<file path="src/design/microrocPkg.sv">
package microrocPkg;

   //////////////////////////////////////////////////
   // Widths
   //////////////////////////////////////////////////
   localparam int ScBits = 64;              // Config bits per chip

   typedef logic [ScBits-1:0] scWord_t;     // One chip's slow-control word
   typedef logic [2:0]        regAddr_t;    // Wishbone word address
   typedef logic [31:0]       regData_t;
   typedef logic [15:0]       acqTime_t;    // Window length in Clk cycles
   typedef logic [7:0]        holdTime_t;   // Hold delay or width
   typedef logic [15:0]       rawWord_t;    // Deserialized RAM word

   // Register map
   localparam regAddr_t RegCtrl     = 3'd0; // Load, acq, hold enable, force reset
   localparam regAddr_t RegStatus   = 3'd1; // Read only
   localparam regAddr_t RegScLo     = 3'd2;
   localparam regAddr_t RegScHi     = 3'd3;
   localparam regAddr_t RegAcqTime  = 3'd4;
   localparam regAddr_t RegHold     = 3'd5; // Delay 7..0, width 15..8
   localparam regAddr_t RegEvtCount = 3'd6; // Completed cycles

   //////////////////////////////////////////////////
   // Port bundles
   //////////////////////////////////////////////////
   typedef struct packed {
      logic     cyc;
      logic     stb;
      logic     we;
      regAddr_t adr;
      regData_t dat;
   } wbReq_t;

   typedef struct packed {
      logic     ack;
      regData_t dat;
   } wbRsp_t;

   // Slow-control pins towards the chain
   typedef struct packed {
      logic select;
      logic srRstB;
      logic srCk;
      logic srIn;
   } scPins_t;

   typedef struct packed {
      logic d;
      logic a;
      logic adc;
      logic dac;
   } pwrOn_t;

   typedef struct packed {
      logic     valid;
      rawWord_t data;
   } fifoWord_t;

   typedef enum logic [2:0] {
      Idle, PowerUp, Acquire, StartRo, WaitEnd, Done
   } daqState_t;

endpackage
</file>
<file path="src/design/microrocTop.sv">
`timescale 1ns/10ps

module microrocTop import microrocPkg::*; #(
   parameter int numAsics = 2                // Chips in the daisy chain
) (
   input  logic      Clk,
   input  logic      arstN,
   input  wbReq_t    wbReq,
   output wbRsp_t    wbRsp,
   // ASIC side
   output scPins_t   scPins,
   output pwrOn_t    pwrOn,
   output logic      startAcq,
   output logic      resetB,
   input  logic      chipSatB,
   output logic      startReadout,
   input  logic      endReadout,
   input  logic      doutB,
   input  logic      transmitOnB,
   input  logic      trigIn,
   output logic      hold,
   // External FIFO
   input  logic      fifoFull,
   output fifoWord_t fifoWord
);

   scWord_t   scWord;
   logic      loadStart, configDone;
   logic      acqStart, acqBusy, onceEnd;
   acqTime_t  acqTime;
   logic      holdEn;
   holdTime_t holdDelay, holdWidth;
   logic      overflow;
   logic      forceReset;
   logic      asicRstN;

   // Host force reset clears the DAQ path only
   assign asicRstN = arstN & ~forceReset;

   configRegs iRegs (
      .Clk        (Clk),
      .arstN      (arstN),
      .wbReq      (wbReq),
      .configDone (configDone),
      .acqBusy    (acqBusy),
      .onceEnd    (onceEnd),
      .overflow   (overflow),
      .wbRsp      (wbRsp),
      .scWord     (scWord),
      .loadStart  (loadStart),
      .acqStart   (acqStart),
      .acqTime    (acqTime),
      .holdEn     (holdEn),
      .holdDelay  (holdDelay),
      .holdWidth  (holdWidth),
      .forceReset (forceReset)
   );

   slowControlLoader #(.numAsics(numAsics)) iScLoader (
      .Clk        (Clk),
      .arstN      (arstN),
      .loadStart  (loadStart),
      .scWord     (scWord),
      .scPins     (scPins),
      .configDone (configDone)
   );

   daqControl iDaq (
      .Clk          (Clk),
      .arstN        (asicRstN),
      .forceReset   (forceReset),
      .acqStart     (acqStart),
      .acqTime      (acqTime),
      .chipSatB     (chipSatB),
      .endReadout   (endReadout),
      .pwrOn        (pwrOn),
      .startAcq     (startAcq),
      .resetB       (resetB),
      .startReadout (startReadout),
      .onceEnd      (onceEnd),
      .acqBusy      (acqBusy)
   );

   ramReadOut iRamRo (
      .Clk         (Clk),
      .arstN       (asicRstN),
      .forceReset  (forceReset),
      .doutB       (doutB),
      .transmitOnB (transmitOnB),
      .fifoFull    (fifoFull),
      .fifoWord    (fifoWord),
      .overflow    (overflow)
   );

   holdGen iHold (
      .Clk       (Clk),
      .arstN     (arstN),
      .trigIn    (trigIn),
      .holdEn    (holdEn),
      .startAcq  (startAcq),
      .holdDelay (holdDelay),
      .holdWidth (holdWidth),
      .hold      (hold)
   );

endmodule

</file>
<file path="src/design/holdGen.sv">
`timescale 1ns/10ps

module holdGen import microrocPkg::*; (
   input  logic      Clk,
   input  logic      arstN,
   input  logic      trigIn,
   input  logic      holdEn,
   input  logic      startAcq,   // Triggers count only in the window
   input  holdTime_t holdDelay,
   input  holdTime_t holdWidth,
   output logic      hold
);

   logic      trigQ;
   logic      trigEdge;
   logic      busy;             // Pending or active hold
   holdTime_t cnt;              // Delay, then width

   assign trigEdge = trigIn & ~trigQ;

   always_ff @(posedge Clk or negedge arstN) begin
      if (!arstN) begin
         trigQ <= 1'b0;
         busy  <= 1'b0;
         hold  <= 1'b0;
         cnt   <= '0;
      end else begin
         trigQ <= trigIn;
         if (!busy) begin
            if (trigEdge && holdEn && startAcq) begin
               busy <= 1'b1;
               cnt  <= holdDelay;
            end
         end else if (!hold) begin
            // Delay phase, hold rises delay+2 after the edge
            if (cnt == '0) begin
               hold <= (holdWidth != '0);
               busy <= (holdWidth != '0);
               cnt  <= holdWidth - 1'b1;
            end else begin
               cnt <= cnt - 1'b1;
            end
         end else begin
            if (cnt == '0) begin
               hold <= 1'b0;
               busy <= 1'b0;    // Re-arm
            end else begin
               cnt <= cnt - 1'b1;
            end
         end
      end
   end

endmodule

</file>
<file path="src/design/ramReadOut.sv">
`timescale 1ns/10ps

module ramReadOut import microrocPkg::*; (
   input  logic      Clk,
   input  logic      arstN,        // Already gated with force reset
   input  logic      forceReset,
   input  logic      doutB,        // Active low serial data
   input  logic      transmitOnB,  // Active low frame
   input  logic      fifoFull,
   output fifoWord_t fifoWord,
   output logic      overflow      // Sticky
);

   rawWord_t   shReg, bufWord, outData;
   logic [3:0] bitCnt;
   logic       sampleEn;
   logic       wordRdy;            // shReg holds a full word
   logic       bufValid, outValid;

   assign sampleEn = ~transmitOnB & ~forceReset;
   assign fifoWord = '{valid: outValid, data: outData};

   // MSB first, inverted
   always_ff @(posedge Clk) begin
      if (sampleEn) shReg <= {shReg[14:0], ~doutB};
   end

   always_ff @(posedge Clk or negedge arstN) begin
      if (!arstN) begin
         bitCnt  <= '0;
         wordRdy <= 1'b0;
      end else begin
         wordRdy <= sampleEn && bitCnt == 4'd15;
         if (sampleEn) bitCnt <= bitCnt + 1'b1;
         else          bitCnt <= '0;    // Frame ended, drop partial word
      end
   end

   //////////////////////////////////////////////////
   // Back-pressure buffer
   //////////////////////////////////////////////////
   always_ff @(posedge Clk or negedge arstN) begin
      if (!arstN) begin
         outValid <= 1'b0;
         bufValid <= 1'b0;
         overflow <= 1'b0;
      end else begin
         outValid <= 1'b0;
         if (bufValid && !fifoFull) begin
            outValid <= 1'b1;           // Buffered word goes first
            bufValid <= wordRdy;
         end else if (wordRdy && !bufValid && !fifoFull) begin
            outValid <= 1'b1;
         end else if (wordRdy && !bufValid) begin
            bufValid <= 1'b1;
         end else if (wordRdy) begin
            overflow <= 1'b1;           // New word lost
         end
      end
   end

   always_ff @(posedge Clk) begin
      if (bufValid && !fifoFull)          outData <= bufWord;
      else if (wordRdy && !fifoFull)      outData <= shReg;
      if (wordRdy && (!bufValid || !fifoFull)) bufWord <= shReg;
   end

endmodule

</file>
<file path="src/design/daqControl.sv">
`timescale 1ns/10ps

module daqControl import microrocPkg::*; (
   input  logic     Clk,
   input  logic     arstN,          // Already gated with force reset
   input  logic     forceReset,
   input  logic     acqStart,
   input  acqTime_t acqTime,
   input  logic     chipSatB,       // Low when chip memory is full
   input  logic     endReadout,
   output pwrOn_t   pwrOn,
   output logic     startAcq,
   output logic     resetB,
   output logic     startReadout,
   output logic     onceEnd,
   output logic     acqBusy
);

   localparam int PwrUpCycles = 4;  // Settling after power enables

   daqState_t state;
   acqTime_t  winCnt;               // Power-up and window counter

   // ASIC reset pin held low by either reset source
   assign resetB  = arstN & ~forceReset;
   assign acqBusy = (state != Idle);

   //////////////////////////////////////////////////
   // Acquisition sequence
   //////////////////////////////////////////////////
   always_ff @(posedge Clk or negedge arstN) begin
      if (!arstN) begin
         state        <= Idle;
         winCnt       <= '0;
         pwrOn        <= '0;
         startAcq     <= 1'b0;
         startReadout <= 1'b0;
         onceEnd      <= 1'b0;
      end else begin
         case (state)
            Idle: begin
               if (acqStart) begin
                  pwrOn  <= '1;             // All domains on before the window
                  winCnt <= '0;
                  state  <= PowerUp;
               end
            end
            PowerUp: begin
               winCnt <= winCnt + 1'b1;
               if (winCnt == acqTime_t'(PwrUpCycles - 1)) begin
                  winCnt   <= '0;
                  startAcq <= 1'b1;
                  state    <= Acquire;
               end
            end
            Acquire: begin
               winCnt <= winCnt + 1'b1;
               // Window closes at acqTime or on saturation
               if ((winCnt + 1'b1) >= acqTime || !chipSatB) begin
                  startAcq     <= 1'b0;
                  startReadout <= 1'b1;
                  state        <= StartRo;
               end
            end
            StartRo: begin
               startReadout <= 1'b0;        // Single-cycle pulse
               state        <= WaitEnd;
            end
            WaitEnd: begin
               if (endReadout) begin
                  pwrOn   <= '0;            // Power off after readout
                  onceEnd <= 1'b1;
                  state   <= Done;
               end
            end
            Done: begin
               onceEnd <= 1'b0;
               state   <= Idle;
            end
            default: state <= Idle;
         endcase
      end
   end

endmodule

</file>
<file path="src/design/slowControlLoader.sv">
`timescale 1ns/10ps

module slowControlLoader import microrocPkg::*; #(
   parameter int numAsics = 2
) (
   input  logic    Clk,
   input  logic    arstN,
   input  logic    loadStart,
   input  scWord_t scWord,
   output scPins_t scPins,
   output logic    configDone
);

   localparam int TotalBits = numAsics * ScBits;   // Whole chain
   localparam int CntW      = $clog2(TotalBits);

   typedef enum logic [1:0] {ScIdle, ScReset, ScShift, ScFinish} scState_t;

   scState_t  state;
   scWord_t   shiftReg;
   logic [1:0] divCnt;            // Reset length, then srCk phase
   logic [CntW-1:0] bitCnt;

   always_ff @(posedge Clk or negedge arstN) begin
      if (!arstN) begin
         state      <= ScIdle;
         divCnt     <= '0;
         bitCnt     <= '0;
         scPins     <= '{select: 1'b0, srRstB: 1'b1, srCk: 1'b0, srIn: 1'b0};
         configDone <= 1'b0;
      end else begin
         case (state)
            ScIdle: begin
               if (loadStart) begin
                  scPins.select <= 1'b1;
                  scPins.srRstB <= 1'b0;   // Chain register reset
                  configDone    <= 1'b0;
                  divCnt        <= '0;
                  bitCnt        <= '0;
                  state         <= ScReset;
               end
            end
            ScReset: begin
               divCnt <= divCnt + 1'b1;    // 4 cycles low
               if (divCnt == 2'd3) begin
                  scPins.srRstB <= 1'b1;
                  state         <= ScShift;
               end
            end
            ScShift: begin
               divCnt <= divCnt + 1'b1;
               case (divCnt)
                  2'd0: scPins.srIn <= shiftReg[ScBits-1];   // Data while srCk low
                  2'd1: scPins.srCk <= 1'b1;                 // Rising edge
                  2'd3: begin
                     scPins.srCk <= 1'b0;
                     bitCnt      <= bitCnt + 1'b1;
                     if (bitCnt == CntW'(TotalBits - 1)) state <= ScFinish;
                  end
                  default: ;
               endcase
            end
            ScFinish: begin
               scPins.select <= 1'b0;
               scPins.srIn   <= 1'b0;
               configDone    <= 1'b1;      // Held until next load
               state         <= ScIdle;
            end
            default: state <= ScIdle;
         endcase
      end
   end

   // Rotate so the same word repeats for every chip
   always_ff @(posedge Clk) begin
      if (state == ScIdle && loadStart) begin
         shiftReg <= scWord;
      end else if (state == ScShift && divCnt == 2'd3) begin
         shiftReg <= {shiftReg[ScBits-2:0], shiftReg[ScBits-1]};
      end
   end

endmodule

</file>
<file path="src/design/configRegs.sv">
`timescale 1ns/10ps

module configRegs import microrocPkg::*; (
   input  logic      Clk,
   input  logic      arstN,
   input  wbReq_t    wbReq,
   input  logic      configDone,
   input  logic      acqBusy,
   input  logic      onceEnd,
   input  logic      overflow,
   output wbRsp_t    wbRsp,
   output scWord_t   scWord,
   output logic      loadStart,   // One-cycle pulse
   output logic      acqStart,    // One-cycle pulse
   output acqTime_t  acqTime,
   output logic      holdEn,
   output holdTime_t holdDelay,
   output holdTime_t holdWidth,
   output logic      forceReset
);

   logic     ackQ;
   logic     access, wrEn;
   regData_t rdMux, rdData;
   regData_t evtCount;

   // New access only when no ack is pending
   assign access = wbReq.cyc & wbReq.stb & ~ackQ;
   assign wrEn   = access & wbReq.we;

   assign wbRsp = '{ack: ackQ, dat: rdData};

   //////////////////////////////////////////////////
   // Read path
   //////////////////////////////////////////////////
   always_comb begin
      rdMux = '0;
      case (wbReq.adr)
         RegCtrl:     rdMux[3:2]  = {forceReset, holdEn};   // Start bits read 0
         RegStatus:   rdMux[2:0]  = {overflow, acqBusy, configDone};
         RegScLo:     rdMux       = scWord[31:0];
         RegScHi:     rdMux       = scWord[63:32];
         RegAcqTime:  rdMux[15:0] = acqTime;
         RegHold:     rdMux[15:0] = {holdWidth, holdDelay};
         RegEvtCount: rdMux       = evtCount;
         default:     rdMux       = '0;
      endcase
   end

   always_ff @(posedge Clk) begin
      if (access) rdData <= rdMux;               // Valid with ack
   end

   always_ff @(posedge Clk or negedge arstN) begin
      if (!arstN) begin
         ackQ <= 1'b0;
      end else begin
         ackQ <= access;                         // Exactly one cycle
      end
   end

   //////////////////////////////////////////////////
   // Write path
   //////////////////////////////////////////////////
   always_ff @(posedge Clk or negedge arstN) begin
      if (!arstN) begin
         scWord     <= '0;
         acqTime    <= 16'd8;
         holdDelay  <= 8'd4;
         holdWidth  <= 8'd8;
         holdEn     <= 1'b0;
         forceReset <= 1'b0;
         loadStart  <= 1'b0;
         acqStart   <= 1'b0;
      end else begin
         loadStart <= 1'b0;                      // Pulses self-clear
         acqStart  <= 1'b0;
         if (wrEn) begin
            case (wbReq.adr)
               RegCtrl: begin
                  loadStart  <= wbReq.dat[0];
                  acqStart   <= wbReq.dat[1];
                  holdEn     <= wbReq.dat[2];
                  forceReset <= wbReq.dat[3];
               end
               RegScLo:    scWord[31:0]  <= wbReq.dat;
               RegScHi:    scWord[63:32] <= wbReq.dat;
               RegAcqTime: acqTime       <= wbReq.dat[15:0];
               RegHold: begin
                  holdDelay <= wbReq.dat[7:0];
                  holdWidth <= wbReq.dat[15:8];
               end
               default: ;                        // Status and count are read only
            endcase
         end
      end
   end

   // Completed acquisition cycles
   always_ff @(posedge Clk or negedge arstN) begin
      if (!arstN) begin
         evtCount <= '0;
      end else if (onceEnd) begin
         evtCount <= evtCount + 1'b1;
      end
   end

endmodule

</file>
<file path="config.mk">
export PLATFORM = sky130hd
export DESIGN_NAME = microrocTop
export DESIGN_NICKNAME = d
export VERILOG_FILES = /design/src/design/microrocPkg.sv /design/src/design/microrocTop.sv /design/src/design/holdGen.sv /design/src/design/ramReadOut.sv /design/src/design/daqControl.sv /design/src/design/slowControlLoader.sv /design/src/design/configRegs.sv
export SDC_FILE = /design/constraint.sdc
export NUM_CORES = 1
export LEC_CHECK = 0
export BUFFER_PORTS_ARGS = -buffer_cell sky130_fd_sc_hd__clkbuf_2
export CORE_ASPECT_RATIO = 1.75
export CORE_MARGIN = 2
export CORE_UTILIZATION = 60
export CTS_CLUSTER_SIZE = 25
export DETAILED_ROUTE_END_ITERATION = 10
export PLACE_DENSITY = 0.79
export RECOVER_POWER = 100
export SYNTH_ARGS = -nofsm -noshare
export SYNTH_HDL_FRONTEND = slang
export SYNTH_SLANG_ARGS = --single-unit
export TNS_END_PERCENT = 20
</file>
<file path="constraint.sdc">
create_clock -name Clk -period 3.4 [get_ports Clk]
set_input_delay 0.68 -clock Clk [delete_from_list [all_inputs] [get_ports Clk]]
set_output_delay 0.68 -clock Clk [all_outputs]
set_load 0.005 [all_outputs]
</file>
# Word-level counts from Yosys, hierarchy flattened
# Index checks and enable logic that the tools add are counted.
[classes] n_bitwise=15 shifts=0 reduce_logical=59 mux=68 add_sub_neg=7 n_lt_le_gt_ge=1 div=0 n_eq_ne=30 mul=0
[op_table] cell="two-way mux 64 bit" count=2
[op_table] cell="case mux 16 bit (3 select lines)" count=2
[op_table] cell="two-way mux 16 bit" count=4
[op_table] cell="case mux 12 bit (5 select lines)" count=1
[op_table] cell="two-way mux 8 bit" count=5
[op_table] cell="adder 32 x 1 -> 32 bit, second input constant" count=1
[op_table] cell="AND reduction 2 bit" count=14
[op_table] cell="nonzero test 2 bit" count=14
[op_table] cell="two-way mux 1 bit" count=23
[op_table] cell="adder 16 x 1 -> 16 bit, second input constant" count=1
[op_table] cell="equality test 16 x 2 -> 1 bit, second input constant" count=1
[op_table] cell=">= comparator 16 bit" count=1
[op_table] cell="case mux 1 bit (2 select lines)" count=8
[op_table] cell="subtractor 8 x 1 -> 8 bit, second input constant" count=2
[op_table] cell="equality test 3 bit, second input constant" count=5
[op_table] cell="case mux 3 bit (5 select lines)" count=1
[op_table] cell="two-way mux 7 bit" count=2
[op_table] cell="case mux 7 bit (2 select lines)" count=1
[op_table] cell="equality test 3 x 2 -> 1 bit, second input constant" count=4
[op_table] cell="two-way mux 2 bit" count=6
[op_table] cell="two-way mux 3 bit" count=4
[op_table] cell="two-way mux 4 bit" count=3
[op_table] cell="case mux 2 bit (6 select lines)" count=1
[op_table] cell="AND reduction 3 bit" count=4
[op_table] cell="other kinds (28)" count=70
[word_totals] mem_bits_ro=0 ram_bits=0 out_inout_bits=62 latch_bits=0 regBits=338 word_cells=222 inputBits=46 memories=0

# Depth between registers and ports, before layout
# Gate-level depths: netlist of the first run.
[depth] ltp_word=6 ltp_mapped=11 mapped_depth_nobuf=11

# Cells and area by module
# From an unflattened synthesis of the first run, not the netlist that was laid out.
[unflattened] hier_cells=1159 hier_area_um2=15583.7
[modules_own_cells] module="configRegs" area_per_inst_um2=7282.0 cells_per_inst=537 instances=1
[modules_own_cells] module="slowControlLoader" area_per_inst_um2=3648.5 cells_per_inst=234 instances=1
[modules_own_cells] module="ramReadOut" area_per_inst_um2=2023.2 cells_per_inst=95 instances=1
[modules_own_cells] module="daqControl" area_per_inst_um2=1677.9 cells_per_inst=187 instances=1
[modules_own_cells] module="holdGen" area_per_inst_um2=938.4 cells_per_inst=105 instances=1
[modules_own_cells] module="microrocTop" area_per_inst_um2=13.8 cells_per_inst=1 instances=1

# Least setup slack after synthesis of the first run
# No wires, ideal clock.
[synth_path] path_type="input -> register" from="input port wbReq[37] (netlist name)" to="register iRegs.holdDelay[4]" setup_ps=125 setup_slack_ps=-211 arrival_time_ps=3486 path_stages=6 t_required_ps=3275 cell_sequence="nand2_1 nor2_1 nand2_1 nor2_2 buf_2 mux2_2"
[synth_via] elab_chain_cells=4
[synth_lines] element="from (decl)" line_no="microrocTop.sv:8" text="input wbReq_t wbReq,"
[synth_lines] element="bitwise AND 1 bit (2 in series)" line_no="configRegs.sv:28" text="assign access = wbReq.cyc & wbReq.stb & ~ackQ;"
[synth_lines] element="net iRegs.access" line_no="configRegs.sv:23" text="logic access, wrEn;"
[synth_lines] element="bitwise AND 1 bit" line_no="configRegs.sv:29" text="assign wrEn = access & wbReq.we;"
[synth_lines] element="AND reduction 2 bit (no source line)"
[synth_lines] element="to (signal assigned)" line_no="configRegs.sv:90" text="holdDelay <= wbReq.dat[7:0];"
[synth_lines] element="to (decl)" line_no="configRegs.sv:17" text="output holdTime_t holdDelay,"
# The timed path passes the listed nets, and every way through them passes these cells.
# A chain may end at the register's enable or synchronous reset.

# Worst setup path after layout of the first run
[layout_path] from="register iDaq.winCnt[0]" to="register iDaq.startReadout"
[layout_via] elab_chain_cells=5
[layout_lines] element="from (decl)" line_no="daqControl.sv:22" text="acqTime_t winCnt;"
[layout_lines] element="from (signal assigned)" line_no="daqControl.sv:49" text="winCnt <= winCnt + 1'b1;"
[layout_lines] element="from (signal assigned)" line_no="daqControl.sv:57" text="winCnt <= winCnt + 1'b1;"
[layout_lines] element="adder 16 x 1 -> 16 bit" line_no="daqControl.sv:59" text="if ((winCnt + 1'b1) >= acqTime || !chipSatB) begin"
[layout_lines] element=">= comparator 16 bit" line_no="daqControl.sv:59"
[layout_lines] element="logical OR 1 bit" line_no="daqControl.sv:59"
[layout_lines] element="!= test 2 x 1 -> 1 bit (no source line)"
[layout_lines] element="AND reduction 2 bit (no source line)"
[layout_lines] element="to (signal assigned)" line_no="daqControl.sv:37" text="startReadout <= 1'b0;"
[layout_lines] element="to (signal assigned)" line_no="daqControl.sv:61" text="startReadout <= 1'b1;"
[layout_lines] element="to (signal assigned)" line_no="daqControl.sv:66" text="startReadout <= 1'b0;"
[layout_lines] element="to (decl)" line_no="daqControl.sv:14" text="output logic startReadout,"
# No other way between the ends.

==> flow_summary.html, run 1 <==
<table>
<tr><th>Metric</th><th>Value</th></tr>
<tr><th colspan="2">Final layout</th></tr>
<tr><td>Net count reported at finish</td><td>between 1k and 1.5k</td></tr>
<tr><td>Antenna Diode Count</td><td>0</td></tr>
<tr><td>Area growth from synthesis to final layout</td><td>10.9%</td></tr>
<tr><td>Fraction of layout cells with a size suffix above 1</td><td>between 20% and 30%</td></tr>
<tr><td>Final-layout fill cell count</td><td>between 1.5k and 2k</td></tr>
<tr><td>Finished Cell Area</td><td>around 0.017 mm²</td></tr>
<tr><th colspan="2">Synth</th></tr>
<tr><td>Post-synthesis instance area</td><td>between 0.015 and 0.02 mm²</td></tr>
<tr><td>Share of flip-flops with an asynchronous set or reset after synthesis</td><td>a little under three fifths</td></tr>
<tr><td>Synth unique cells</td><td>between 80 and 90</td></tr>
<tr><td>Seq/Total Area, Yosys</td><td>a little under 60%</td></tr>
<tr><td>Warning count from the yosys run</td><td>0</td></tr>
<tr><td>Cells after synthesis</td><td>~1.2k</td></tr>
<tr><td>Flops &amp; latches, synth</td><td>about 340</td></tr>
<tr><td>Syn Nets</td><td>roughly 1.3k</td></tr>
<tr><td>Post-Syn Area per Cell</td><td>13.1 µm²</td></tr>
<tr><td>Number of enable flip-flop cells after synthesis</td><td>around 140</td></tr>
<tr><td>Predominant post-synthesis flop cell</td><td>sky130_fd_sc_hd__dfrtp_1</td></tr>
<tr><th colspan="2">STA</th></tr>
<tr><td>Final-report hold violation count</td><td>0</td></tr>
<tr><td>Max transition margin</td><td>-51.8%</td></tr>
<tr><td>Sum of negative setup slack</td><td>0 ns</td></tr>
<tr><td>Worst setup skew after layout</td><td>about 0.019 ns</td></tr>
<tr><td>Min Tclk post-route</td><td>roughly 3.2 ns</td></tr>
<tr><td>Number of max-slew violations in the final report</td><td>around 390</td></tr>
<tr><td>Slew at the pin closest to its max-slew limit</td><td>around 2.3 ns</td></tr>
<tr><td>Setup repair after global routing missed its margin</td><td>no</td></tr>
<tr><td>Number of failing setup endpoints in the final timing report</td><td>0</td></tr>
<tr><td>Highest attainable clock frequency</td><td>312 MHz</td></tr>
<tr><td>Post-route fraction of the period consumed by the critical path</td><td>~94%</td></tr>
<tr><th colspan="2">CTS</th></tr>
<tr><td>Insertion delay of the later-clocked pin in the worst-skew pair</td><td>about 0.56 ns</td></tr>
<tr><td>Clock transition at path regs</td><td>0.07 ns</td></tr>
<tr><td>CTS-repair resized insts</td><td>0</td></tr>
<tr><td>Number of buffers added to fix hold violations after cts</td><td>0</td></tr>
<tr><td>Max H-tree Level</td><td>1</td></tr>
<tr><td>Clock root buffer master</td><td>sky130_fd_sc_hd__clkbuf_16</td></tr>
<tr><td>Total CTS buffers</td><td>29</td></tr>
<tr><td>TritonCTS clock tree</td><td>built</td></tr>
<tr><td>Number of sinks handled by clock tree synthesis</td><td>around 340</td></tr>
<tr><td>Maximum buffer depth of the clock tree</td><td>3</td></tr>
<tr><td>Setup bufs post-CTS</td><td>0</td></tr>
<tr><th colspan="2">Placement</th></tr>
<tr><td>DP HPWL</td><td>approximately 23000 µm</td></tr>
<tr><td>Placer Congestion</td><td>between 0.8 and 0.9</td></tr>
<tr><td>Post-DP Area</td><td>0.0163 mm²</td></tr>
<tr><td>Number of port buffers</td><td>about 110</td></tr>
<tr><th colspan="2">Floorplan</th></tr>
<tr><td>Height of the chip</td><td>216 µm</td></tr>
<tr><td>Number of placement rows</td><td>77</td></tr>
<tr><td>Die Footprint</td><td>around 0.027 mm²</td></tr>
<tr><td>Area of the core</td><td>0.0252 mm²</td></tr>
<tr><td>I/O pin cnt</td><td>about 110</td></tr>
<tr><td>Chip Width</td><td>125 µm</td></tr>
<tr><td>Starting Density</td><td>61.0%</td></tr>
<tr><th colspan="2">GRT</th></tr>
<tr><td>First-pass GRT wire length</td><td>53600 µm</td></tr>
<tr><td>Total gr overflow</td><td>0</td></tr>
<tr><td>Antenna violations before repair</td><td>0</td></tr>
<tr><td>Maximum number of pins on one net before global-route repair</td><td>around 160</td></tr>
<tr><td>Gr usage total</td><td>25.0%</td></tr>
<tr><td>Number of global-route vias before repair</td><td>between 9k and 10k</td></tr>
<tr><th colspan="2">Drt</th></tr>
<tr><td>Wire per inst</td><td>20.7 µm</td></tr>
<tr><td>First-iteration detailed-routing DRC count</td><td>740</td></tr>
<tr><td>Number of routed nets with antenna violations</td><td>0</td></tr>
<tr><td>First drt pass iteration count</td><td>5</td></tr>
<tr><td>DRC errors left</td><td>0</td></tr>
<tr><td>Total number of vias</td><td>around 9.7k</td></tr>
<tr><td>Vias per cell</td><td>between 5 and 6</td></tr>
<tr><td>Routed Wire Length</td><td>between 30000 and 40000 µm</td></tr>
<tr><th colspan="2">Worst setup path</th></tr>
<tr><td>CP Class</td><td>reg -&gt; reg</td></tr>
<tr><td>Data required time at the worst endpoint</td><td>3.84 ns</td></tr>
<tr><td>Peak fanout along the critical path</td><td>6</td></tr>
<tr><td>Kind of end point of the critical path</td><td>flip-flop</td></tr>
<tr><td>Arrival time of the worst setup path</td><td>approximately 3.7 ns</td></tr>
<tr><td>Kind of start point of the critical path</td><td>flip-flop</td></tr>
<tr><th colspan="2">Pwr</th></tr>
<tr><td>Total power</td><td>roughly 11 mW</td></tr>
<tr><td>Static leakage power</td><td>about 7.1 nW</td></tr>
<tr><td>Combinational share of power</td><td>between 10% and 20%</td></tr>
<tr><td>Sw power</td><td>roughly 3.2 mW</td></tr>
<tr><td>Relative contribution of sequential cells to total power</td><td>roughly half</td></tr>
<tr><td>Pwr per Cell Area</td><td>around 640 mW/mm²</td></tr>
<tr><td>Clock power frac</td><td>31.5%</td></tr>
<tr><td>Switching Fraction</td><td>about 29%</td></tr>
<tr><td>Internal Pwr Total</td><td>slightly below 8 mW</td></tr>
<tr><td>VDD IR-drop max</td><td>604 µV</td></tr>
<tr><th colspan="2">Run status</th></tr>
<tr><td>Status</td><td>finished with violations</td></tr>
<tr><td>Violated checks</td><td>capacitance limit, slew limit</td></tr>
<tr><th colspan="2">Run</th></tr>
<tr><td>Maximum capacitance violations</td><td>6</td></tr>
<tr><th colspan="2">Worst hold path</th></tr>
<tr><td>Hold WC Path Type</td><td>in -&gt; reg</td></tr>
</table>
## area by class of cell
class / instances / area (µm²) / share of cell area (%)
multi-input combinational: 743 / 5800 / 34.0
clock inverter: 14 / 183 / 1.07
clock buffer: 40 / 817 / 4.78
tap: 316 / 395 / 2.32
inverter: 40 / 150 / 0.879
sequential: 335 / 9110 / 53.3
timing repair buffer: 130 / 622 / 3.64
## through the flow
step	util, %	cells	hold WS [ns]	setup slack (ns)
after floorplan	-	1176	0.384	0.196
after global placement	64.6	1564	0.435	0.289
after detailed placement	64.6	1564	0.437	0.166
after CTS	68.6	1618	0.226	0.152
after global routing	67.7	1618	0.224	0.0136
final	67.7	1618	0.244	0.192
## per-layer routing
layer  track usage [%]  up-vias  share of wire, %  routed length, µm
li1                  -     4493                 -                  -
met1              31.1     4853                39              13100
met2              44.0      252                53              17800
met3              3.12       57               4.7               1570
met4              10.5        0               3.3               1110
met5                 0        -                 0                  0
## state kept, by name, summed over array words and instances, names as in the netlist, 7 cells and up
| signal | count |
|---|---|
| iRegs.acqTime | 16 |
| iDaq.winCnt | 16 |
| iRamRo.outData | 16 |
| iRegs.holdDelay | 8 |
| iRegs.scWord | 64 |
| iScLoader.shiftReg | 64 |
| iRamRo.bufWord | 16 |
| iRegs.evtCount | 32 |
| iRegs.holdWidth | 8 |
| iRegs.rdData | 32 |
| iRamRo.shReg | 16 |
| iHold.cnt | 8 |
| iScLoader.bitCnt | 7 |
## cells in the final DEF (no fill, tap or decap), types with 37 or more instances in the layout
cell	n
sky130_fd_sc_hd__clkbuf_1	45
sky130_fd_sc_hd__clkbuf_2	83
sky130_fd_sc_hd__dfrtp_1	187
sky130_fd_sc_hd__edfxtp_1	144
sky130_fd_sc_hd__inv_1	38
sky130_fd_sc_hd__mux2_2	161
sky130_fd_sc_hd__mux2i_1	37
sky130_fd_sc_hd__nand2_1	83
sky130_fd_sc_hd__nor2_1	46
sky130_fd_sc_hd__o21ai_0	53
sky130_fd_sc_hd__xnor2_1	37
## critical path, stage by stage, from the launching register on
cell                      delay [ns]
sky130_fd_sc_hd__dfrtp_1        0.42
sky130_fd_sc_hd__ha_1           0.24
sky130_fd_sc_hd__and4_1         0.25
sky130_fd_sc_hd__nand4_1        0.19
sky130_fd_sc_hd__nor3_1         0.32
sky130_fd_sc_hd__xor2_1         0.24
sky130_fd_sc_hd__ha_1           0.28
sky130_fd_sc_hd__nand4_1        0.11
sky130_fd_sc_hd__or2_2          0.13
sky130_fd_sc_hd__a21oi_1        0.04
sky130_fd_sc_hd__or4_1          0.59
sky130_fd_sc_hd__a22o_1         0.28
## cell families (layout without fill, tap and decap cells)
| kind of cell | Yosys count | in the layout | synth area share, % |
|---|---|---|---|
| AO/OA/AOI/OAI | 172 | 172 | 7.84 |
| flip-flops | 335 | 335 | 59.1 |
| multiplexers | 204 | 204 | 14.7 |
| AND/OR/NAND/NOR | 276 | 276 | 9.55 |
| adder cells (fa/ha/maj) | 32 | 32 | 2.58 |
| buffers and inverters | 98 | 224 | 2.79 |
| XOR/XNOR | 59 | 59 | 3.40 |
## synth_stat cells, drive strengths merged, types with 2 or more instances
library cell	instances	area, µm²
and2	24	151
buf	37	201
nor4	5	37.5
a21boi	3	22.5
o31a	2	17.5
or2	3	18.8
o221a	2	22.5
a22o	22	194
nor3b	3	22.5
o31ai	3	22.5
a221o	9	90.1
dfstp	4	105
clkbuf	21	78.8
nor2b	11	71.3
xor2	21	184
o221ai	5	56.3
and4	9	82.6
edfxtp	144	4320
a21oi	35	183
nand2b	10	62.6
xnor2	38	340
and3	10	63.8
nand3b	2	15.0
a21o	4	30.0
ha	31	388
o21ai	53	265
nand2	85	324
or4	4	37.5
a2111oi	2	17.5
or3	4	25.0
a31o	3	26.3
mux2	166	1870
nor3	15	85.1
nand3	20	113
inv	39	146
a22oi	5	37.5
nor2	49	196
nor4b	3	41.3
nand4	18	113
dfrtp	187	4680
mux2i	37	370
a31oi	8	50.1
o211ai	2	15.0
## path summary, 6_finish.rpt
check | from | cells past startpoint | slack (ns) | end
max | iDaq.winCnt[0]$_DFFE_PN0P_ | 11 | 0.19 | iDaq.startReadout$_DFFE_PN0P_
min | trigIn | 1 | 0.24 | iHold.trigQ$_DFF_PN0_
min reg2reg | iRamRo.bitCnt[0]$_DFF_PN0_ | 1 | 0.45 | iRamRo.bitCnt[0]$_DFF_PN0_
min in group asynchronous | arstN | 2 | 0.99 | iScLoader.bitCnt[5]$_DFFE_PN0P_
max reg2reg | iDaq.winCnt[0]$_DFFE_PN0P_ | 11 | 0.19 | iDaq.startReadout$_DFFE_PN0P_
max in group asynchronous | arstN | 2 | 0.95 | iHold.cnt[6]$_DFFE_PN0P_
## power groups by stage
stage | Clock, mW | Sequential, mW | Combinational [mW]
6_report | 3.45 | 5.36 | 2.14
5_1_grt | 3.67 | 5.45 | 2.39
4_1_cts | 3.51 | 5.37 | 2.22
3_5_place_dp | 0 | 5.45 | 2.20
3_3_place_gp | 0 | 5.43 | 2.12
2_1_floorplan | 0 | 5.23 | 1.72
Note: power is estimated with default switching activity, not from simulation.
==> inputs of run 2 (changes only) <==
--- a/config.mk
+++ b/config.mk
@@ -5,6 +5,7 @@
 export SDC_FILE = /design/constraint.sdc
 export NUM_CORES = 1
 export LEC_CHECK = 0
+export ABC_AREA = 1
 export BUFFER_PORTS_ARGS = -buffer_cell sky130_fd_sc_hd__clkbuf_2
 export CORE_ASPECT_RATIO = 1.75
 export CORE_MARGIN = 2
==> run 2 against run 1 <==
Compared with the run above:
- the run still ends with capacitance limit, slew limit left
- clock skew decreased by 0.0089 ns
- global-route usage grew 2.6 points
- sequential power decreased by 0.7%
- fmax grew 7.2%
- area after synthesis is 0.69% lower
- routed wire length is 9.7% higher
- sequential share of layout area grew 0.64 points
- combinational power rose by 5%
- worst setup slack better by 0.22 ns
- cell count is 24% higher
- via count is 17% higher
- design area decreased by 1.2%
==> flow_summary.html, run 2 <==
<table>
<tr><th>Metric</th><th>Value</th></tr>
<tr><th colspan="2">Pwr</th></tr>
<tr><td>VDD IR-drop max</td><td>461 µV (-24%)</td></tr>
<tr><td>Pwr per Cell Area</td><td>650 mW/mm² (+1.4%)</td></tr>
<tr><td>Static leakage power</td><td>7.60 nW (+7.0%)</td></tr>
<tr><th colspan="2">STA</th></tr>
<tr><td>Number of max-slew violations in the final report</td><td>357 (-7.8%)</td></tr>
<tr><td>Final-report hold violation count</td><td>0 (unchanged)</td></tr>
<tr><td>Number of failing setup endpoints in the final timing report</td><td>0 (unchanged)</td></tr>
<tr><td>Highest attainable clock frequency</td><td>334 MHz (+7.2%)</td></tr>
<tr><td>Post-route fraction of the period consumed by the critical path</td><td>88.0% (-6.3 points)</td></tr>
<tr><td>Min Tclk post-route</td><td>2.99 ns (-0.215 ns)</td></tr>
<tr><td>Max transition margin</td><td>-56.6% (-4.8 points)</td></tr>
<tr><td>Setup repair after global routing missed its margin</td><td>no</td></tr>
<tr><td>Slew at the pin closest to its max-slew limit</td><td>2.35 ns (+0.0722 ns)</td></tr>
<tr><td>Sum of negative setup slack</td><td>0 ns (unchanged)</td></tr>
<tr><td>Worst setup skew after layout</td><td>0.00985 ns (-0.00889 ns)</td></tr>
<tr><th colspan="2">Floorplan</th></tr>
<tr><td>Height of the chip</td><td>215 µm (-0.34%)</td></tr>
<tr><td>Starting Density</td><td>60.8% (-0.19 points)</td></tr>
<tr><td>Die Footprint</td><td>0.0268 mm² (-0.68%)</td></tr>
<tr><td>I/O pin cnt</td><td>108 (unchanged)</td></tr>
<tr><td>Number of placement rows</td><td>77 (unchanged)</td></tr>
<tr><td>Area of the core</td><td>0.0251 mm² (-0.38%)</td></tr>
<tr><td>Chip Width</td><td>125 µm (-0.34%)</td></tr>
<tr><th colspan="2">Synth</th></tr>
<tr><td>Synth area leader</td><td>sky130_fd_sc_hd__dfrtp_1</td></tr>
<tr><td>Number of enable flip-flop cells after synthesis</td><td>144 (unchanged)</td></tr>
<tr><td>Area fraction in compound gates after synthesis</td><td>10.0% (+2.2 points)</td></tr>
<tr><td>Xor and xnor area share after synthesis</td><td>2.46% (-0.94 points)</td></tr>
<tr><td>Seq/Total Area, Yosys</td><td>59.6% (+0.41 points)</td></tr>
<tr><td>Portion of synthesized cell area occupied by the leading cell type</td><td>30.6% (+0.21 points)</td></tr>
<tr><td>Flops &amp; latches, synth</td><td>335 (unchanged)</td></tr>
<tr><td>Top cells by instance count after synthesis</td><td>sky130_fd_sc_hd__nand2_1, sky130_fd_sc_hd__inv_1, sky130_fd_sc_hd__dfrtp_1, sky130_fd_sc_hd__o21ai_0, sky130_fd_sc_hd__edfxtp_1</td></tr>
<tr><td>Warning count from the yosys run</td><td>0 (unchanged)</td></tr>
<tr><td>Share of flip-flops with an asynchronous set or reset after synthesis</td><td>57.0% (unchanged)</td></tr>
<tr><td>Simple-gate portion of the synthesized area</td><td>17.6% (+8.1 points)</td></tr>
<tr><td>Share of cell area taken by muxes after synthesis</td><td>1.18% (-14 points)</td></tr>
<tr><td>Syn Nets</td><td>1643 (+31%)</td></tr>
<tr><td>Post-synthesis instance area</td><td>0.0153 mm² (-0.69%)</td></tr>
<tr><td>Cells after synthesis</td><td>1566 (+33%)</td></tr>
<tr><td>Most area-consuming cells after synthesis</td><td>sky130_fd_sc_hd__dfrtp_1, sky130_fd_sc_hd__edfxtp_1, sky130_fd_sc_hd__nand2_1</td></tr>
<tr><td>Post-Syn Area per Cell</td><td>9.77 µm² (-25%)</td></tr>
<tr><td>Cell with the most instances after synthesis</td><td>sky130_fd_sc_hd__nand2_1</td></tr>
<tr><td>Main combinational cell family by area after synthesis</td><td>simple AND/OR/NAND/NOR gates</td></tr>
<tr><td>Synth unique cells</td><td>48 (-44%)</td></tr>
<tr><td>Predominant post-synthesis flop cell</td><td>sky130_fd_sc_hd__dfrtp_1</td></tr>
<tr><td>Arithmetic-cell share of the synthesized area counting full adders, half adders and majority gates</td><td>2.54% (-0.047 points)</td></tr>
<tr><th colspan="2">Worst setup path</th></tr>
<tr><td>Arrival time of the worst setup path</td><td>3.43 ns (-0.22 ns)</td></tr>
<tr><td>Kind of end point of the critical path</td><td>flip-flop</td></tr>
<tr><td>Data required time at the worst endpoint</td><td>3.84 ns (about the same)</td></tr>
<tr><td>Highest-delay cell along the critical path</td><td>sky130_fd_sc_hd__nor3_1</td></tr>
<tr><td>Source of the worst register-to-register timing path</td><td>iScLoader.state[1]$_DFFE_PN0P_</td></tr>
<tr><td>CP Class</td><td>in -&gt; reg</td></tr>
<tr><td>Reg-to-reg slack, setup</td><td>0.46 ns (+0.27 ns)</td></tr>
<tr><td>Peak fanout along the critical path</td><td>64 (+58)</td></tr>
<tr><td>Worst stage delay on the critical path</td><td>1.09 ns (+0.50 ns)</td></tr>
<tr><td>Cells on worst reg2reg path</td><td>5 (-6)</td></tr>
<tr><td>Kind of start point of the critical path</td><td>input pin</td></tr>
<tr><td>List of cells traversed by the critical path</td><td>clkbuf_1 -&gt; nor3_1 -&gt; nand2_2 -&gt; o21ai_0</td></tr>
<tr><td>Critical R2R Capture</td><td>iScLoader.shiftReg[5]$_DFFE_PP_</td></tr>
<tr><th colspan="2">GRT</th></tr>
<tr><td>Number of global-route vias before repair</td><td>11.6k (+16%)</td></tr>
<tr><td>First-pass GRT wire length</td><td>58800 µm (+9.7%)</td></tr>
<tr><td>Maximum number of pins on one net before global-route repair</td><td>161 (unchanged)</td></tr>
<tr><td>Total gr overflow</td><td>0 (unchanged)</td></tr>
<tr><td>Gr usage total</td><td>27.6% (+2.6 points)</td></tr>
<tr><td>Antenna violations before repair</td><td>0 (unchanged)</td></tr>
<tr><th colspan="2">Final layout</th></tr>
<tr><td>Area growth from synthesis to final layout</td><td>10.3%</td></tr>
<tr><td>Most common cell after layout, fill and taps aside</td><td>sky130_fd_sc_hd__nand2_1</td></tr>
<tr><td>Largest registers</td><td>iRegs.scWord (64), iScLoader.shiftReg (64)</td></tr>
<tr><td>Fraction of layout cells with a size suffix above 1</td><td>11.1% (-14 points)</td></tr>
<tr><td>Finished Cell Area</td><td>0.0169 mm² (-1.2%)</td></tr>
<tr><td>Net count reported at finish</td><td>1744 (+29%)</td></tr>
<tr><td>Commonest cells after routing, fill and taps aside</td><td>sky130_fd_sc_hd__nand2_1, sky130_fd_sc_hd__inv_1, sky130_fd_sc_hd__dfrtp_1, sky130_fd_sc_hd__o21ai_0, sky130_fd_sc_hd__edfxtp_1</td></tr>
<tr><td>Antenna Diode Count</td><td>0 (unchanged)</td></tr>
<tr><th colspan="2">Drt</th></tr>
<tr><td>Wire per inst</td><td>18.3 µm (-11%)</td></tr>
<tr><td>Routed metal-1 wirelength</td><td>13600 µm (+3.7%)</td></tr>
<tr><td>Top layer reached by signal wires</td><td>met4</td></tr>
<tr><td>DRC errors left</td><td>0 (unchanged)</td></tr>
<tr><td>First drt pass iteration count</td><td>5 (unchanged)</td></tr>
<tr><td>Met3 Wirelength</td><td>1720 µm (+9.8%)</td></tr>
<tr><td>Routed Wire Length</td><td>36800 µm (+9.7%)</td></tr>
<tr><td>DR WL met2</td><td>19000 µm (+6.8%)</td></tr>
<tr><td>Vias per cell</td><td>5.65 (-5.4%)</td></tr>
<tr><td>Number of routed nets with antenna violations</td><td>0 (unchanged)</td></tr>
<tr><td>Total number of vias</td><td>11.3k (+17%)</td></tr>
<tr><td>First-iteration detailed-routing DRC count</td><td>989 (+34%)</td></tr>
<tr><th colspan="2">CTS</th></tr>
<tr><td>Max H-tree Level</td><td>1 (unchanged)</td></tr>
<tr><td>Clock root buffer master</td><td>sky130_fd_sc_hd__clkbuf_16</td></tr>
<tr><td>CTS-repair resized insts</td><td>0 (unchanged)</td></tr>
<tr><td>Insertion delay of the later-clocked pin in the worst-skew pair</td><td>0.56 ns (about the same)</td></tr>
<tr><td>Clock transition at path regs</td><td>0.06 ns (about the same)</td></tr>
<tr><td>Number of sinks handled by clock tree synthesis</td><td>335 (unchanged)</td></tr>
<tr><td>TritonCTS clock tree</td><td>built</td></tr>
<tr><td>Total CTS buffers</td><td>29 (unchanged)</td></tr>
<tr><td>Number of buffers added to fix hold violations after cts</td><td>0 (unchanged)</td></tr>
<tr><td>Maximum buffer depth of the clock tree</td><td>3 (unchanged)</td></tr>
<tr><td>Setup bufs post-CTS</td><td>0 (unchanged)</td></tr>
<tr><th colspan="2">Run status</th></tr>
<tr><td>Violated checks</td><td>capacitance limit, slew limit</td></tr>
<tr><td>Status</td><td>finished with violations</td></tr>
<tr><th colspan="2">Placement</th></tr>
<tr><td>Number of port buffers</td><td>107 (unchanged)</td></tr>
<tr><td>DP HPWL</td><td>25800 µm (+12%)</td></tr>
<tr><td>Placer Congestion</td><td>0.917 (+5.9%)</td></tr>
<tr><td>Post-DP Area</td><td>0.0161 mm² (-1.2%)</td></tr>
<tr><th colspan="2">Worst hold path</th></tr>
<tr><td>Source of the worst hold timing path</td><td>trigIn</td></tr>
<tr><td>WHS Endpoint</td><td>iHold.trigQ$_DFF_PN0_</td></tr>
<tr><td>Worst hold path cell count</td><td>1 (unchanged)</td></tr>
<tr><td>Hold WC Path Type</td><td>in -&gt; reg</td></tr>
<tr><th colspan="2">Run</th></tr>
<tr><td>Maximum capacitance violations</td><td>5 (-1)</td></tr>
</table>
run 2: cell count changes in the layout (fill, tap and decap cells not counted), sizes merged, moves of 31 or more:
cell	before	now
xnor2	38	3
o21ai	53	186
mux2	166	16
nand2	85	443
mux2i	37	0
nand3	20	51
inv	41	197
run 2: critical path: cells and delay by family:
kind            cells  cell delay, ns
buf+inv             1            0.16
compound gates      1            0.50
simple gates        2            2.07
run 2: per-stage QoR:
stage | worst slack (ns) | utilization [%] | cells | hold slack (ns) | total power [mW]
4_1_cts | 0.768 | 68.0 | 2005 | 0.222 | 11.1
2_1_floorplan | 0.228 | - | 1566 | 0.384 | 6.88
5_1_grt | 0.228 | 67.1 | 2005 | 0.226 | 11.5
3_3_place_gp | 0.823 | 64.1 | 1952 | 0.430 | 7.56
3_5_place_dp | 0.756 | 64.1 | 1952 | 0.452 | 7.66
6_report | 0.407 | 67.1 | 2005 | 0.245 | 11.0
run 2: final cells by class:
cell class / count / area (µm²)
clock buffer: 42 / 846
clock inverter: 11 / 130
fill: 1977 / 8270
inverter: 198 / 744
multi-input combinational: 980 / 5050
sequential: 335 / 9110
tap: 316 / 395
timing repair buffer: 123 / 598
run 2: logic make-up after synthesis:
family / Yosys count
AND/OR/NAND/NOR: 619
flip-flops: 335
AO/OA/AOI/OAI: 271
buffers and inverters: 251
XOR/XNOR: 43
adder cells (fa/ha/maj): 31
multiplexers: 16
run 2: layer usage:
| layer | vias to the layer above | GRT usage (%) |
|---|---|---|
| met2 | 380 | 49.1 |
| met4 | 0 | 17.2 |
| met5 | - | 0 |
| met1 | 5424 | 31.5 |
| met3 | 125 | 3.19 |
| li1 | 5393 | - |
run 2: report_power, final:
group,internal [mW],switching (mW)
Sequential,4.84,0.478
Clock,1.95,1.47
Combinational,0.758,1.48
Total,7.55,3.43
run 2: worst max path at each step:
stage          cells past startpoint  slack [ns]                         endpoint                            from
2_1_floorplan                      6        0.23  iScLoader.shiftReg[0]$_DFFE_PP_  iScLoader.state[0]$_DFFE_PN0P_
3_3_place_gp                      18        0.82        iDaq.startAcq$_DFFE_PN0P_      iDaq.winCnt[0]$_DFFE_PN0P_
3_5_place_dp                       4        0.76     iRegs.scWord[15]$_DFFE_PN0P_                       wbReq[34]
4_1_cts                           18        0.77        iDaq.startAcq$_DFFE_PN0P_      iDaq.winCnt[0]$_DFFE_PN0P_
5_1_grt                            4        0.23     iRegs.scWord[14]$_DFFE_PN0P_                       wbReq[32]
6_report                           4        0.41     iRegs.scWord[14]$_DFFE_PN0P_                       wbReq[32]
==> inputs of run 3 (changes only) <==
--- a/config.mk
+++ b/config.mk
@@ -6,13 +6,13 @@
 export NUM_CORES = 1
 export LEC_CHECK = 0
 export ABC_AREA = 1
-export BUFFER_PORTS_ARGS = -buffer_cell sky130_fd_sc_hd__clkbuf_2
 export CORE_ASPECT_RATIO = 1.75
 export CORE_MARGIN = 2
-export CORE_UTILIZATION = 60
+export CORE_UTILIZATION = 55
 export CTS_CLUSTER_SIZE = 25
 export DETAILED_ROUTE_END_ITERATION = 10
-export PLACE_DENSITY = 0.79
+export DONT_BUFFER_PORTS = 1
+export PLACE_DENSITY = 0.7
 export RECOVER_POWER = 100
 export SYNTH_ARGS = -nofsm -noshare
 export SYNTH_HDL_FRONTEND = slang
==> run 3 against run 2 <==
Compared with the run above:
- the flow finishes with violations (hold timing, capacitance limit, slew limit)
- sequential cell count is the same
- critical endpoint is now iScLoader.shiftReg[48]$_DFFE_PP_
- global-route usage shrank 1.6 points
- total power grew 0.76%
- critical path depth grew 1
- count of clock-buffer cells in the layout shrank 4
- sequential power is essentially flat
- largest power group unchanged
==> flow_summary.html, run 3 (synthesis gave the netlist of run 2 again) <==
<table>
<tr><th>Metric</th><th>Value</th></tr>
<tr><th colspan="2">Pwr</th></tr>
<tr><td>Total power</td><td>11.1 mW (+0.76%)</td></tr>
<tr><td>Relative contribution of sequential cells to total power</td><td>48.2% (-0.3 points)</td></tr>
<tr><td>Switching Fraction</td><td>30.5% (-0.69 points)</td></tr>
<tr><td>Static leakage power</td><td>7.25 nW (-4.7%)</td></tr>
<tr><td>Clock power frac</td><td>33.1% (+1.9 points)</td></tr>
<tr><td>Internal Pwr Total</td><td>7.68 mW (+1.8%)</td></tr>
<tr><td>Sw power</td><td>3.38 mW (-1.5%)</td></tr>
<tr><td>Pwr per Cell Area</td><td>670 mW/mm² (+3.0%)</td></tr>
<tr><td>Combinational share of power</td><td>18.7% (-1.7 points)</td></tr>
<tr><td>VDD IR-drop max</td><td>431 µV (-6.6%)</td></tr>
<tr><th colspan="2">Final layout</th></tr>
<tr><td>Multi-input gate area in the final layout</td><td>0.00506 mm² (+0.17%)</td></tr>
<tr><td>Sequential Area</td><td>0.00911 mm² (unchanged)</td></tr>
<tr><td>Fraction of layout cells with a size suffix above 1</td><td>6.38% (-4.7 points)</td></tr>
<tr><td>Area growth from synthesis to final layout</td><td>7.90%</td></tr>
<tr><td>Final core occ</td><td>60.4% (-6.7 points)</td></tr>
<tr><td>Largest registers</td><td>iRegs.scWord (64), iScLoader.shiftReg (64)</td></tr>
<tr><td>Net count reported at finish</td><td>1635 (-6.3%)</td></tr>
<tr><td>Most common cell after layout, fill and taps aside</td><td>sky130_fd_sc_hd__nand2_1</td></tr>
<tr><td>Antenna Diode Count</td><td>0 (unchanged)</td></tr>
<tr><td>Commonest cells after routing, fill and taps aside</td><td>sky130_fd_sc_hd__nand2_1, sky130_fd_sc_hd__inv_1, sky130_fd_sc_hd__dfrtp_1, sky130_fd_sc_hd__o21ai_0, sky130_fd_sc_hd__edfxtp_1</td></tr>
<tr><td>Cell Count, Final, Fillers Out</td><td>1951 (-2.7%)</td></tr>
<tr><td>Final-layout fill cell count</td><td>2318 (+17%)</td></tr>
<tr><th colspan="2">STA</th></tr>
<tr><td>Worst setup skew after layout</td><td>0.00931 ns (-0.000540 ns)</td></tr>
<tr><td>Slew at the pin closest to its max-slew limit</td><td>1.96 ns (-0.386 ns)</td></tr>
<tr><td>Max transition margin</td><td>-31.2% (+25 points)</td></tr>
<tr><td>Number of failing setup endpoints in the final timing report</td><td>0 (unchanged)</td></tr>
<tr><td>Highest attainable clock frequency</td><td>341 MHz (+2.1%)</td></tr>
<tr><td>Tightest hold margin</td><td>-0.187 ns (-0.432 ns)</td></tr>
<tr><td>Worst path setup slack after routing</td><td>0.468 ns (+0.0610 ns)</td></tr>
<tr><td>Number of max-slew violations in the final report</td><td>203 (-43%)</td></tr>
<tr><td>Post-route fraction of the period consumed by the critical path</td><td>86.2% (-1.8 points)</td></tr>
<tr><td>Sum of negative setup slack</td><td>0 ns (unchanged)</td></tr>
<tr><td>Setup repair after global routing missed its margin</td><td>no</td></tr>
<tr><td>Final-report hold violation count</td><td>156 (+156)</td></tr>
<tr><td>Min Tclk post-route</td><td>2.93 ns (-0.0610 ns)</td></tr>
<tr><th colspan="2">Drt</th></tr>
<tr><td>Vias per cell</td><td>5.58 (-1.3%)</td></tr>
<tr><td>Wire per inst</td><td>18.8 µm (+2.6%)</td></tr>
<tr><td>Total number of vias</td><td>10.9k (-3.9%)</td></tr>
<tr><td>First drt pass iteration count</td><td>5 (unchanged)</td></tr>
<tr><td>Routed Wire Length</td><td>36700 µm (-0.19%)</td></tr>
<tr><td>Number of routed nets with antenna violations</td><td>0 (unchanged)</td></tr>
<tr><td>DRC errors left</td><td>0 (unchanged)</td></tr>
<tr><td>First-iteration detailed-routing DRC count</td><td>886 (-10%)</td></tr>
<tr><th colspan="2">GRT</th></tr>
<tr><td>Gr usage total</td><td>26.0% (-1.6 points)</td></tr>
<tr><td>Number of global-route vias before repair</td><td>10.8k (-6.6%)</td></tr>
<tr><td>Antenna violations before repair</td><td>0 (unchanged)</td></tr>
<tr><td>First-pass GRT wire length</td><td>58600 µm (-0.30%)</td></tr>
<tr><td>Total gr overflow</td><td>0 (unchanged)</td></tr>
<tr><td>Maximum number of pins on one net before global-route repair</td><td>162 (+0.62%)</td></tr>
<tr><th colspan="2">Worst hold path</th></tr>
<tr><td>Hold WC Path Type</td><td>in -&gt; async</td></tr>
<tr><th colspan="2">CTS</th></tr>
<tr><td>Insertion delay of the later-clocked pin in the worst-skew pair</td><td>0.57 ns (about the same)</td></tr>
<tr><td>Number of sinks handled by clock tree synthesis</td><td>335 (unchanged)</td></tr>
<tr><td>Clock root buffer master</td><td>sky130_fd_sc_hd__clkbuf_16</td></tr>
<tr><td>Maximum buffer depth of the clock tree</td><td>3 (unchanged)</td></tr>
<tr><td>Setup bufs post-CTS</td><td>0 (unchanged)</td></tr>
<tr><td>Max H-tree Level</td><td>1 (unchanged)</td></tr>
<tr><td>TritonCTS clock tree</td><td>built</td></tr>
<tr><td>CTS-repair resized insts</td><td>0 (unchanged)</td></tr>
<tr><td>Clock transition at path regs</td><td>0.07 ns (about the same)</td></tr>
<tr><td>Total CTS buffers</td><td>30 (+3.4%)</td></tr>
<tr><th colspan="2">Worst setup path</th></tr>
<tr><td>CP Class</td><td>reg -&gt; reg</td></tr>
<tr><td>Kind of start point of the critical path</td><td>flip-flop</td></tr>
<tr><td>Data required time at the worst endpoint</td><td>3.56 ns (-0.28 ns)</td></tr>
<tr><td>Kind of end point of the critical path</td><td>flip-flop</td></tr>
<tr><td>Arrival time of the worst setup path</td><td>3.09 ns (-0.34 ns)</td></tr>
<tr><td>Peak fanout along the critical path</td><td>64 (unchanged)</td></tr>
<tr><th colspan="2">Floorplan</th></tr>
<tr><td>Area of the core</td><td>0.0273 mm² (+8.7%)</td></tr>
<tr><td>Die Footprint</td><td>0.0292 mm² (+8.9%)</td></tr>
<tr><td>Height of the chip</td><td>225 µm (+4.4%)</td></tr>
<tr><td>Chip Width</td><td>130 µm (+4.3%)</td></tr>
<tr><td>Number of placement rows</td><td>80 (+3.9%)</td></tr>
<tr><td>Starting Density</td><td>56.0% (-4.9 points)</td></tr>
<tr><td>I/O pin cnt</td><td>108 (unchanged)</td></tr>
<tr><th colspan="2">Placement</th></tr>
<tr><td>Worst slack, placed</td><td>0.754 ns (-0.00284 ns)</td></tr>
<tr><td>DP HPWL</td><td>25700 µm (-0.29%)</td></tr>
<tr><td>Number of port buffers</td><td>0 (-100%)</td></tr>
<tr><td># placed instances</td><td>1895 (-2.9%)</td></tr>
<tr><td>Placer Congestion</td><td>0.939 (+2.4%)</td></tr>
<tr><th colspan="2">Run status</th></tr>
<tr><td>Violated checks</td><td>hold timing, capacitance limit, slew limit</td></tr>
<tr><td>Status</td><td>finished with violations</td></tr>
<tr><th colspan="2">Run</th></tr>
<tr><td>Maximum capacitance violations</td><td>4 (-1)</td></tr>
</table>
-- run 3: through the flow --
stage	cell area (µm²)	hold slack [ns]
after floorplan	15300	0.384
after global placement	15600	0.392
after detailed placement	15600	0.392
after CTS	16700	-0.215
after global routing	16500	-0.212
final	16500	-0.187
-- run 3: worst max-delay path, cell delays in order (launching register included) --
cell and delay, ns:
sky130_fd_sc_hd__dfrtp_1 0.42, sky130_fd_sc_hd__inv_1 0.10, sky130_fd_sc_hd__ha_1 0.25, sky130_fd_sc_hd__nand2_1 0.33
sky130_fd_sc_hd__nand2_2 0.13, sky130_fd_sc_hd__clkbuf_2 1.23
-- run 3: worst paths after layout --
path	cells past startpoint	to	start	slack, ns
min	0	iHold.trigQ$_DFF_PN0_	arstN	-0.19
max	5	iScLoader.shiftReg[48]$_DFFE_PP_	iScLoader.state[0]$_DFFE_PN0P_	0.47
max in group asynchronous	2	iDaq.winCnt[13]$_DFFE_PN0P_	iRegs.forceReset$_DFFE_PN0P_	1.26
min reg2reg	0	iRamRo.bufWord[15]$_DFFE_PP_	iRamRo.shReg[15]$_DFFE_PP_	0.46
min in group Clk	0	iHold.trigQ$_DFF_PN0_	trigIn	0.14
max reg2reg	5	iScLoader.shiftReg[48]$_DFFE_PP_	iScLoader.state[0]$_DFFE_PN0P_	0.47
-- run 3: layout make-up --
type	count	share of cell area, %
Clock buffer	38	5.11
Clock inverter	18	1.39
Inverter	198	4.51
Multi-Input combinational cell	980	30.7
Sequential cell	335	55.2
Tap cell	369	2.80
Timing Repair Buffer	13	0.349
-- run 3: routing by layer --
metal	track usage, %	wire length, µm	up-vias
li1	-	-	5177
met1	32.0	14000	5267
met2	45.3	19000	351
met3	3.21	1920	84
met4	11.7	1790	0
met5	0	0	-
-- run 3: power by group through the flow --
| stage | Sequential (mW) | Combinational, mW | Clock (mW) |
|---|---|---|---|
| final | 5.33 | 2.06 | 3.66 |
| after global routing | 5.41 | 2.39 | 3.87 |
| after CTS | 5.33 | 2.12 | 3.74 |
| after detailed placement | 5.41 | 2.10 | 0 |
| after global placement | 5.39 | 2.06 | 0 |
| after floorplan | 5.21 | 1.66 | 0 |
